**src/hw/fb_bus_pkg.sv**
```systemverilog
// Frontend bus link types: word, address, byte mask, command struct and byte merge
`default_nettype none

package fb_bus_pkg;

   // Bytes per bus word
   localparam int FB_NBYTES = 4;

   // Data word
   typedef logic [8*FB_NBYTES-1:0] fb_word_t;
   // Byte address
   typedef logic [31:0] fb_addr_t;
   // Byte write mask, all zeros is a read
   typedef logic [FB_NBYTES-1:0] fb_mask_t;

   // Command, write data sampled together with the address
   typedef struct packed {
      fb_addr_t addr;
      fb_mask_t we_msk;
      fb_word_t wdata;
   } fb_cmd_t;

   // Old word with the enabled bytes replaced by new data
   function automatic fb_word_t fb_merge(fb_word_t old_word, fb_word_t new_word,
                                         fb_mask_t msk);
      fb_word_t res;
      res = old_word;
      for (int b = 0; b < FB_NBYTES; b++) begin
         if (msk[b]) begin
            res[8*b +: 8] = new_word[8*b +: 8];
         end
      end
      return res;
   endfunction

endpackage

`default_nettype wire
```
**src/hw/fb_map_pkg.sv**
```systemverilog
// Frontend bus memory map: slave count, slave indices, region codes and default answer
`default_nettype none

package fb_map_pkg;

   // Number of slaves behind the router
   localparam int FB_NBUS = 3;

   // One-hot slave select
   typedef logic [FB_NBUS-1:0] fb_sel_t;

   // Region code, address bits 31 to 28
   typedef logic [3:0] fb_region_t;

   // Slave indices
   localparam int SLV_SRAM = 0;
   localparam int SLV_REGS = 1;
   localparam int SLV_DFLT = 2;

   // Mapped regions
   localparam fb_region_t REGION_SRAM = 4'h0;
   localparam fb_region_t REGION_REGS = 4'h1;
   // Everything else lands on the default slave

   // Answer word for unmapped accesses
   localparam fb_bus_pkg::fb_word_t DFLT_WORD = 32'hDEAD_BEEF;

endpackage

`default_nettype wire

```
**src/hw/fb_subsys_top.sv**
```systemverilog
// Frontend bus subsystem: decoder, router, SRAM, register bank and default slave
`timescale 1ns/1ps
`default_nettype none

module fb_subsys_top
   import fb_bus_pkg::*;
   import fb_map_pkg::*;
#(
   parameter int SRAM_AW  = 6,
   parameter int REG_WAIT = 3
) (
   input  logic     clk,
   input  logic     arst_n,
   input  logic     cmd_valid,
   output logic     cmd_ready,
   input  fb_cmd_t  cmd,
   output logic     rsp_valid,
   input  logic     rsp_ready,
   output fb_word_t rsp_data
);

   fb_sel_t                sel;
   fb_sel_t                slv_cmd_valid;
   fb_sel_t                slv_cmd_ready;
   fb_sel_t                slv_rsp_valid;
   fb_sel_t                slv_rsp_ready;
   fb_word_t [FB_NBUS-1:0] slv_rsp_data;

   // Memory map
   fb_addr_decoder fb_addr_decoder_inst (
      .addr (cmd.addr),
      .sel  (sel)
   );

   // Bus ownership and response merge
   fb_router fb_router_inst (
      .clk           (clk),
      .arst_n        (arst_n),
      .sel           (sel),
      .cmd_valid     (cmd_valid),
      .cmd_ready     (cmd_ready),
      .rsp_valid     (rsp_valid),
      .rsp_ready     (rsp_ready),
      .rsp_data      (rsp_data),
      .slv_cmd_valid (slv_cmd_valid),
      .slv_cmd_ready (slv_cmd_ready),
      .slv_rsp_valid (slv_rsp_valid),
      .slv_rsp_ready (slv_rsp_ready),
      .slv_rsp_data  (slv_rsp_data)
   );

   // Command struct fans out unchanged to all slaves
   fb_sram #(
      .SRAM_AW (SRAM_AW)
   ) fb_sram_inst (
      .clk       (clk),
      .arst_n    (arst_n),
      .cmd_valid (slv_cmd_valid[SLV_SRAM]),
      .cmd_ready (slv_cmd_ready[SLV_SRAM]),
      .cmd       (cmd),
      .rsp_valid (slv_rsp_valid[SLV_SRAM]),
      .rsp_ready (slv_rsp_ready[SLV_SRAM]),
      .rsp_data  (slv_rsp_data[SLV_SRAM])
   );

   fb_reg_bank #(
      .REG_WAIT (REG_WAIT)
   ) fb_reg_bank_inst (
      .clk       (clk),
      .arst_n    (arst_n),
      .cmd_valid (slv_cmd_valid[SLV_REGS]),
      .cmd_ready (slv_cmd_ready[SLV_REGS]),
      .cmd       (cmd),
      .rsp_valid (slv_rsp_valid[SLV_REGS]),
      .rsp_ready (slv_rsp_ready[SLV_REGS]),
      .rsp_data  (slv_rsp_data[SLV_REGS])
   );

   fb_default_slave fb_default_slave_inst (
      .clk       (clk),
      .arst_n    (arst_n),
      .cmd_valid (slv_cmd_valid[SLV_DFLT]),
      .cmd_ready (slv_cmd_ready[SLV_DFLT]),
      .cmd       (cmd),
      .rsp_valid (slv_rsp_valid[SLV_DFLT]),
      .rsp_ready (slv_rsp_ready[SLV_DFLT]),
      .rsp_data  (slv_rsp_data[SLV_DFLT])
   );

endmodule

`default_nettype wire

```
**src/hw/fb_default_slave.sv**
```systemverilog
// Default slave: answers every unmapped access with a fixed word
`timescale 1ns/1ps
`default_nettype none

module fb_default_slave
   import fb_bus_pkg::*;
   import fb_map_pkg::*;
(
   input  logic     clk,
   input  logic     arst_n,
   input  logic     cmd_valid,
   output logic     cmd_ready,
   input  fb_cmd_t  cmd,
   output logic     rsp_valid,
   input  logic     rsp_ready,
   output fb_word_t rsp_data
);

   // Response owed to the master
   logic pend;

   // Only one answer outstanding
   assign cmd_ready = ~pend;
   assign rsp_valid = pend;
   // Command content never matters here, writes go nowhere
   assign rsp_data  = DFLT_WORD;

   always_ff @(posedge clk or negedge arst_n) begin
      if (!arst_n) begin
         pend <= 1'b0;
      end else if (cmd_valid && cmd_ready) begin
         pend <= 1'b1;
      end else if (rsp_valid && rsp_ready) begin
         pend <= 1'b0;
      end
   end

endmodule

`default_nettype wire

```
**src/hw/fb_reg_bank.sv**
```systemverilog
// Register bank slave: four scratch words answering after programmable wait cycles
`timescale 1ns/1ps
`default_nettype none

module fb_reg_bank
   import fb_bus_pkg::*;
#(
   parameter int REG_WAIT = 3
) (
   input  logic     clk,
   input  logic     arst_n,
   input  logic     cmd_valid,
   output logic     cmd_ready,
   input  fb_cmd_t  cmd,
   output logic     rsp_valid,
   input  logic     rsp_ready,
   output fb_word_t rsp_data
);

   // Wait counter, at least one bit wide
   typedef logic [$clog2(REG_WAIT+2)-1:0] wait_cnt_t;
   // Register index, address bits 3 to 2
   typedef logic [1:0] reg_idx_t;

   typedef enum logic [1:0] {
      ST_IDLE,
      ST_WAIT,
      ST_RESP
   } state_t;

   // Counter load, last wait cycle at zero
   localparam wait_cnt_t WAIT_LAST = wait_cnt_t'((REG_WAIT > 0) ? REG_WAIT - 1 : 0);

   state_t    state;
   wait_cnt_t cnt;
   reg_idx_t  idx;
   reg_idx_t  idx_q;
   fb_word_t  regs [4];
   logic      hs_cmd;
   logic      hs_rsp;

   assign idx    = cmd.addr[3:2];
   assign hs_cmd = cmd_valid & cmd_ready;
   assign hs_rsp = rsp_valid & rsp_ready;

   // One access in flight
   assign cmd_ready = (state == ST_IDLE);
   assign rsp_valid = (state == ST_RESP);
   // Register holds still until the response handshake
   assign rsp_data  = regs[idx_q];

   always_ff @(posedge clk or negedge arst_n) begin
      if (!arst_n) begin
         state <= ST_IDLE;
         cnt   <= '0;
         idx_q <= '0;
         for (int r = 0; r < 4; r++) begin
            regs[r] <= '0;
         end
      end else begin
         case (state)
            ST_IDLE: begin
               if (hs_cmd) begin
                  // Write lands at once, answer waits
                  regs[idx] <= fb_merge(regs[idx], cmd.wdata, cmd.we_msk);
                  idx_q     <= idx;
                  cnt       <= WAIT_LAST;
                  state     <= (REG_WAIT == 0) ? ST_RESP : ST_WAIT;
               end
            end
            ST_WAIT: begin
               if (cnt == '0) begin
                  state <= ST_RESP;
               end else begin
                  cnt <= cnt - wait_cnt_t'(1);
               end
            end
            ST_RESP: begin
               if (hs_rsp) begin
                  state <= ST_IDLE;
               end
            end
            default: begin
               state <= ST_IDLE;
            end
         endcase
      end
   end

endmodule

`default_nettype wire

```
**src/hw/fb_sram.sv**
```systemverilog
// SRAM slave: word memory with byte-masked writes and a one-entry response register
`timescale 1ns/1ps
`default_nettype none

module fb_sram
   import fb_bus_pkg::*;
#(
   parameter int SRAM_AW = 6
) (
   input  logic     clk,
   input  logic     arst_n,
   input  logic     cmd_valid,
   output logic     cmd_ready,
   input  fb_cmd_t  cmd,
   output logic     rsp_valid,
   input  logic     rsp_ready,
   output fb_word_t rsp_data
);

   localparam int DEPTH = 2**SRAM_AW;

   // Word index within the SRAM
   typedef logic [SRAM_AW-1:0] sram_idx_t;

   fb_word_t  mem [DEPTH];
   sram_idx_t idx;
   fb_word_t  merged;
   logic      hs_cmd;
   logic      hs_rsp;

   // Bits above the index alias
   assign idx = cmd.addr[SRAM_AW+1:2];

   assign hs_cmd = cmd_valid & cmd_ready;
   assign hs_rsp = rsp_valid & rsp_ready;

   // Room when empty or draining this cycle
   assign cmd_ready = ~rsp_valid | rsp_ready;

   // Word as it reads after the write
   // Zero mask leaves it unchanged, so reads fall out of the same path
   assign merged = fb_merge(mem[idx], cmd.wdata, cmd.we_msk);

   // Storage and response data
   always_ff @(posedge clk) begin
      if (hs_cmd) begin
         mem[idx] <= merged;
         rsp_data <= merged;
      end
   end

   // Response entry occupancy
   always_ff @(posedge clk or negedge arst_n) begin
      if (!arst_n) begin
         rsp_valid <= 1'b0;
      end else if (hs_cmd) begin
         rsp_valid <= 1'b1;
      end else if (hs_rsp) begin
         rsp_valid <= 1'b0;
      end
   end

endmodule

`default_nettype wire

```
**src/hw/fb_router.sv**
```systemverilog
// Bus router: per-slave bus-cycle flags, command gating and response merging
`timescale 1ns/1ps
`default_nettype none

module fb_router
   import fb_bus_pkg::*;
   import fb_map_pkg::*;
(
   input  logic                   clk,
   input  logic                   arst_n,
   // Decoded target of the current command
   input  fb_sel_t                sel,
   // Master side
   input  logic                   cmd_valid,
   output logic                   cmd_ready,
   output logic                   rsp_valid,
   input  logic                   rsp_ready,
   output fb_word_t               rsp_data,
   // Slave side
   output fb_sel_t                slv_cmd_valid,
   input  fb_sel_t                slv_cmd_ready,
   input  fb_sel_t                slv_rsp_valid,
   output fb_sel_t                slv_rsp_ready,
   input  fb_word_t [FB_NBUS-1:0] slv_rsp_data
);

   // Slave currently holding the bus
   fb_sel_t pending;
   // Handshakes per slave
   fb_sel_t hs_cmd;
   fb_sel_t hs_rsp;
   // Per-slave ready seen by the master
   fb_sel_t cmd_ready_sel;
   // Bus free or held by that slave
   fb_sel_t accept;

   assign hs_cmd = slv_cmd_valid & slv_cmd_ready;
   assign hs_rsp = slv_rsp_valid & slv_rsp_ready;

   // Bus cycle flags
   // Command on the same edge as the response keeps the flag set
   always_ff @(posedge clk or negedge arst_n) begin
      if (!arst_n) begin
         pending <= '0;
      end else begin
         for (int i = 0; i < FB_NBUS; i++) begin
            if (hs_cmd[i]) begin
               pending[i] <= 1'b1;
            end else if (hs_rsp[i]) begin
               pending[i] <= 1'b0;
            end
         end
      end
   end

   // Command gating
   // Only one slave may own the bus at a time
   always_comb begin
      for (int j = 0; j < FB_NBUS; j++) begin
         accept[j] = ~|pending | pending[j];
      end
   end

   assign slv_cmd_valid = sel & accept & {FB_NBUS{cmd_valid}};
   assign cmd_ready_sel = sel & accept & slv_cmd_ready;
   assign cmd_ready     = |cmd_ready_sel;

   // Response merge
   // AND-OR tree over the pending slave
   assign rsp_valid = |(pending & slv_rsp_valid);

   always_comb begin
      rsp_data = '0;
      for (int k = 0; k < FB_NBUS; k++) begin
         rsp_data = rsp_data | ({$bits(fb_word_t){pending[k]}} & slv_rsp_data[k]);
      end
   end

   // Ready goes back only to the owner
   assign slv_rsp_ready = pending & {FB_NBUS{rsp_ready}};

endmodule

`default_nettype wire

```
**src/hw/fb_addr_decoder.sv**
```systemverilog
// Address decoder: maps the command address region to a one-hot slave select
`timescale 1ns/1ps
`default_nettype none

module fb_addr_decoder
   import fb_bus_pkg::*;
   import fb_map_pkg::*;
(
   input  fb_addr_t addr,
   output fb_sel_t  sel
);

   // Top nibble picks the region
   fb_region_t region;

   assign region = addr[31:28];

   always_comb begin
      sel = '0;
      case (region)
         REGION_SRAM: begin
            sel[SLV_SRAM] = 1'b1;
         end
         REGION_REGS: begin
            sel[SLV_REGS] = 1'b1;
         end
         // Unmapped space
         default: begin
            sel[SLV_DFLT] = 1'b1;
         end
      endcase
   end

endmodule

`default_nettype wire

```
**config.mk**
```make
export PLATFORM = sky130hd
export DESIGN_NAME = fb_subsys_top
export DESIGN_NICKNAME = d
export VERILOG_FILES = /design/src/hw/fb_bus_pkg.sv /design/src/hw/fb_map_pkg.sv /design/src/hw/fb_subsys_top.sv /design/src/hw/fb_default_slave.sv /design/src/hw/fb_reg_bank.sv /design/src/hw/fb_sram.sv /design/src/hw/fb_router.sv /design/src/hw/fb_addr_decoder.sv
export SDC_FILE = /design/constraint.sdc
export NUM_CORES = 2
export LEC_CHECK = 0
export ABC_AREA = 0
export BUFFER_PORTS_ARGS = -buffer_cell sky130_fd_sc_hd__buf_4
export CAP_MARGIN = 20
export CORE_ASPECT_RATIO = 2
export CORE_MARGIN = 5
export CORE_UTILIZATION = 45
export CTS_CLUSTER_SIZE = 20
export DETAILED_ROUTE_END_ITERATION = 10
export PLACE_DENSITY_LB_ADDON = 0.15
export SETUP_SLACK_MARGIN = 0.4
export SKIP_CTS_REPAIR_TIMING = 1
export SYNTH_ARGS = -nofsm -noshare
export SYNTH_HDL_FRONTEND = slang
export SYNTH_SLANG_ARGS = --single-unit
```
**constraint.sdc**
```tcl
create_clock -name clk -period 4.9 [get_ports clk]
set_clock_uncertainty 0.1 [all_clocks]
set_input_delay 0.49 -clock clk [delete_from_list [all_inputs] [get_ports clk]]
set_output_delay 0.49 -clock clk [all_outputs]
set_load 0.1 [all_outputs]
```
==> reports/results.txt <==
Clock share of power: 36.9%
Crit. End Element: primary output
IO Count: 106
F_max: 0.2598 GHz
Port bufs: 83
Remaining Overflow, GRT: 0
Critical-path top delay cell: dfrtp_2
Unrepaired setup endpoints after global routing: no
Hold Violations, Final: 3
Core Area: 192600 um2
Post-Syn Nets: 4229
Share of cells above drive strength 1: 29.89%
Post-synth EDFFs: 2080
Gate power share: 11.0%
Hold_ws: -0.007198 ns
CP Class: reg2out
CTS clk-pin slew, worst paths: 0.07 ns
Die area: 202800 um2
Worst reg2reg path startpoint: fb_router_inst.pending[0]
CP bufs+invs: 2
Post-route clock period utilization: 78.56%
Hold Startpoint: cmd[30]
Fin. max-slew vios: 0
Std-Cell Rows: 228
P_sw: 10230 uW
Nets: 4620
Internal: 30900 uW
Routed WL: 275.7 mm
Switching share of power: 24.88%
Clock sinks: 2218
Critical path arrival: 3.26 ns
Asr flop ratio synth: 6.222%
Root Driver: clkbuf_16
Yosys reg bits: 2218
Post-DRT Antenna Nets: 0
Vias/cell: 6.272
Die Wd: 320.9 um
DP HPWL: 173.5 mm
Initial core utilization: 45.19%
Failing checks: hold timing
Routed wl met2: 145.4 mm
DRC Markers: 0
Final std cells w/o fill: 7233
Initial DRT Pass Iterations: 6
Placed insts: 6866
Final GP Congestion: 0.8301
Commonest non-fill, non-tap cell in the layout: edfxtp_1
Vias in the first global route: 46630
Status: complete, but fails checks
Crit start category: flip-flop
First-pass GRT wire length: 379.8 mm
CTS tree: built
Total CTS buffers: 194
Antenna violations before repair: 10
Number of library cell types mapped by synthesis: 71
Cell Area, Synth: 87010 um2
Setup TNS Final: 0 ns
Worst Max-Slew Pin Slew: 1.235 ns
Post-synthesis cell count: 4155
Worst Hold Class: in2reg
CP startpoint: fb_reg_bank_inst.idx_q[0]
Post-layout minimum cycle time: 3.849 ns
P_leak: 0.03230 uW
Main flop type after synthesis: edfxtp_1
Cell breakdown of the critical path: buf_4 -> mux4_2 -> a221o_1 -> buf_4
Top Layer Used: met5
Max Root-Sink Buffers: 4
Via count: 45360
Largest net degree at the start of global routing: 96
Crit path largest cell delay: 0.78 ns
Worst Path Max Fanout: 16
Max-capacitance violation count: 0
WL met3: 16.18 mm
Avg Cell Area, Syn: 20.94 um2
Pwr/cell area: 409.5 nW/um2
H-tree depth: 4
Seq/Total Area, Yosys: 75.75%
GRT Total Usage: 26.96%
Final setup vio count: 0
Wirelength per Cell: 38.11 um
Most frequent CP cell: buf_4
Worst endpoint required time: 4.31 ns
VDD IR-drop max: 0.2895 mV
Clk Latency, worst-skew pair: 0.84 ns
Die Span Y: 631.9 um
DRT iter0 DRCs: 5187
Sequential share of power: 52.1%
Wl on met1: 95.97 mm
Slew HR: 16.78%
Synth warn: 0
Most frequent cells in the layout: edfxtp_1, mux4_2, buf_4
Layout Area Growth over Synthesis: 15.42%
Cell family with the largest share of critical-path delay: flip-flops
[cell type report]
cell class,count,area [um2]
repair buffers,445,4700
fillers,15160,92130
inverters,19,76.32
well taps,2530,3166
multi-input cells,1668,20440
clock inverters,107,997.2
flip-flops and latches,2218,65910
diodes,5,12.51
clock buffers,241,5126
[worst register-to-register path: stages (launching register included)]
cell and delay (ns):
dfrtp_1 0.67, o21bai_1 0.21, and4_2 0.37, and2_1 0.22, nand2_1 0.56, nor2_4 0.60
buf_12 0.27
[kinds of logic (layout without fill, tap and decap cells)]
| group | count (synthesis) | count (layout) | share of synthesized area [%] |
|---|---|---|---|
| multiplexers | 734 | 734 | 16.58 |
| adder cells (fa/ha/maj) | 2 | 2 | 0.02875 |
| other | 0 | 5 | 0 |
| AO/OA/AOI/OAI | 457 | 457 | 3.553 |
| flip-flops | 2218 | 2218 | 75.75 |
| buffers and inverters | 269 | 812 | 1.680 |
| AND/OR/NAND/NOR | 475 | 475 | 2.409 |
[cell usage after synthesis, types with 4 or more instances]
library cell	instances	area (um2)
mux2i_1	149	1491
a211oi_1	20	150.1
or2_2	4	25.02
a22oi_1	40	300.3
inv_1	12	45.04
o22ai_1	27	168.9
a31oi_1	17	106.4
buf_6	21	236.5
nor3b_1	6	45.04
a21oi_1	46	230.2
a221o_1	24	240.2
buf_4	45	337.8
mux2_2	24	270.3
and3_1	5	31.28
a32oi_1	7	61.31
o31ai_1	4	30.03
buf_1	12	45.04
o211ai_1	9	67.56
nand2_1	234	878.3
nand3_1	45	225.2
nor2_1	97	364.1
o21ai_0	154	770.7
inv_2	6	22.52
mux4_2	553	12450
a22o_1	17	148.9
o32ai_1	4	35.03
o221ai_1	7	61.31
nor2b_1	20	125.1
a2111oi_0	10	87.58
nor3_1	19	95.09
and2_1	12	75.07
clkbuf_1	96	360.4
buf_2	74	370.4
dfrtp_1	138	3453
nand2b_1	13	81.33
a311oi_1	5	43.79
edfxtp_1	2080	62460
o21ai_1	5	25.02
a221oi_1	23	201.4
mux4_1	8	210.2
o32a_1	12	120.1
[metal layers]
layer | global-route usage [%] | vias up
li1 | - | 18140
met1 | 31.90 | 24780
met2 | 48.16 | 1922
met3 | 3.474 | 515
met4 | 14.07 | 2
met5 | 0 | -
[final timing paths]
path	to	slack, ns	cells past startpoint
max	rsp_data[7]	1.05	4
max in group asynchronous	fb_reg_bank_inst.regs[71]	3.36	3
min in group asynchronous	fb_reg_bank_inst.state[1]	0.21	2
min reg2reg	fb_reg_bank_inst.regs[54]	0.40	2
max reg2reg	fb_sram_inst.mem[44][7]	1.51	6
min	fb_reg_bank_inst.regs[126]	-0.007	3
[sequential cells by signal, indices dropped and copies added (netlist names)]
register and count:
fb_sram_inst.mem 2048, fb_router_inst.pending 3, fb_reg_bank_inst.idx_q 2, fb_reg_bank_inst.regs 128, fb_reg_bank_inst.cnt 3, fb_sram_inst.rsp_data 32, fb_reg_bank_inst.state 2
[power groups by stage]
stage	logic, uW	clock network, uW	registers [uW]
after floorplan	2850	0	21800
after global placement	4460	0	21800
after detailed placement	4530	0	21800
after CTS	4530	15400	21400
after global routing	4720	16200	21400
final	4530	15200	21400
[metrics by stage]
step                      utilization, %  setup WS [ns]  power [uW]  hold WS [ns]  cell area (um2)
after CTS                          52.06         0.9535       41360       -0.3378           100200
after global placement             48.87         0.4304       26270        0.3732            94100
after global routing               52.15         0.9320       42300      0.003402           100400
final                              52.16          1.051       41130     -0.007198           100400
after detailed placement           48.88         0.4465       26360        0.3872            94120
after floorplan                        -         0.4953       24610       0.09441            87110
(Power assumes the default switching activity.)
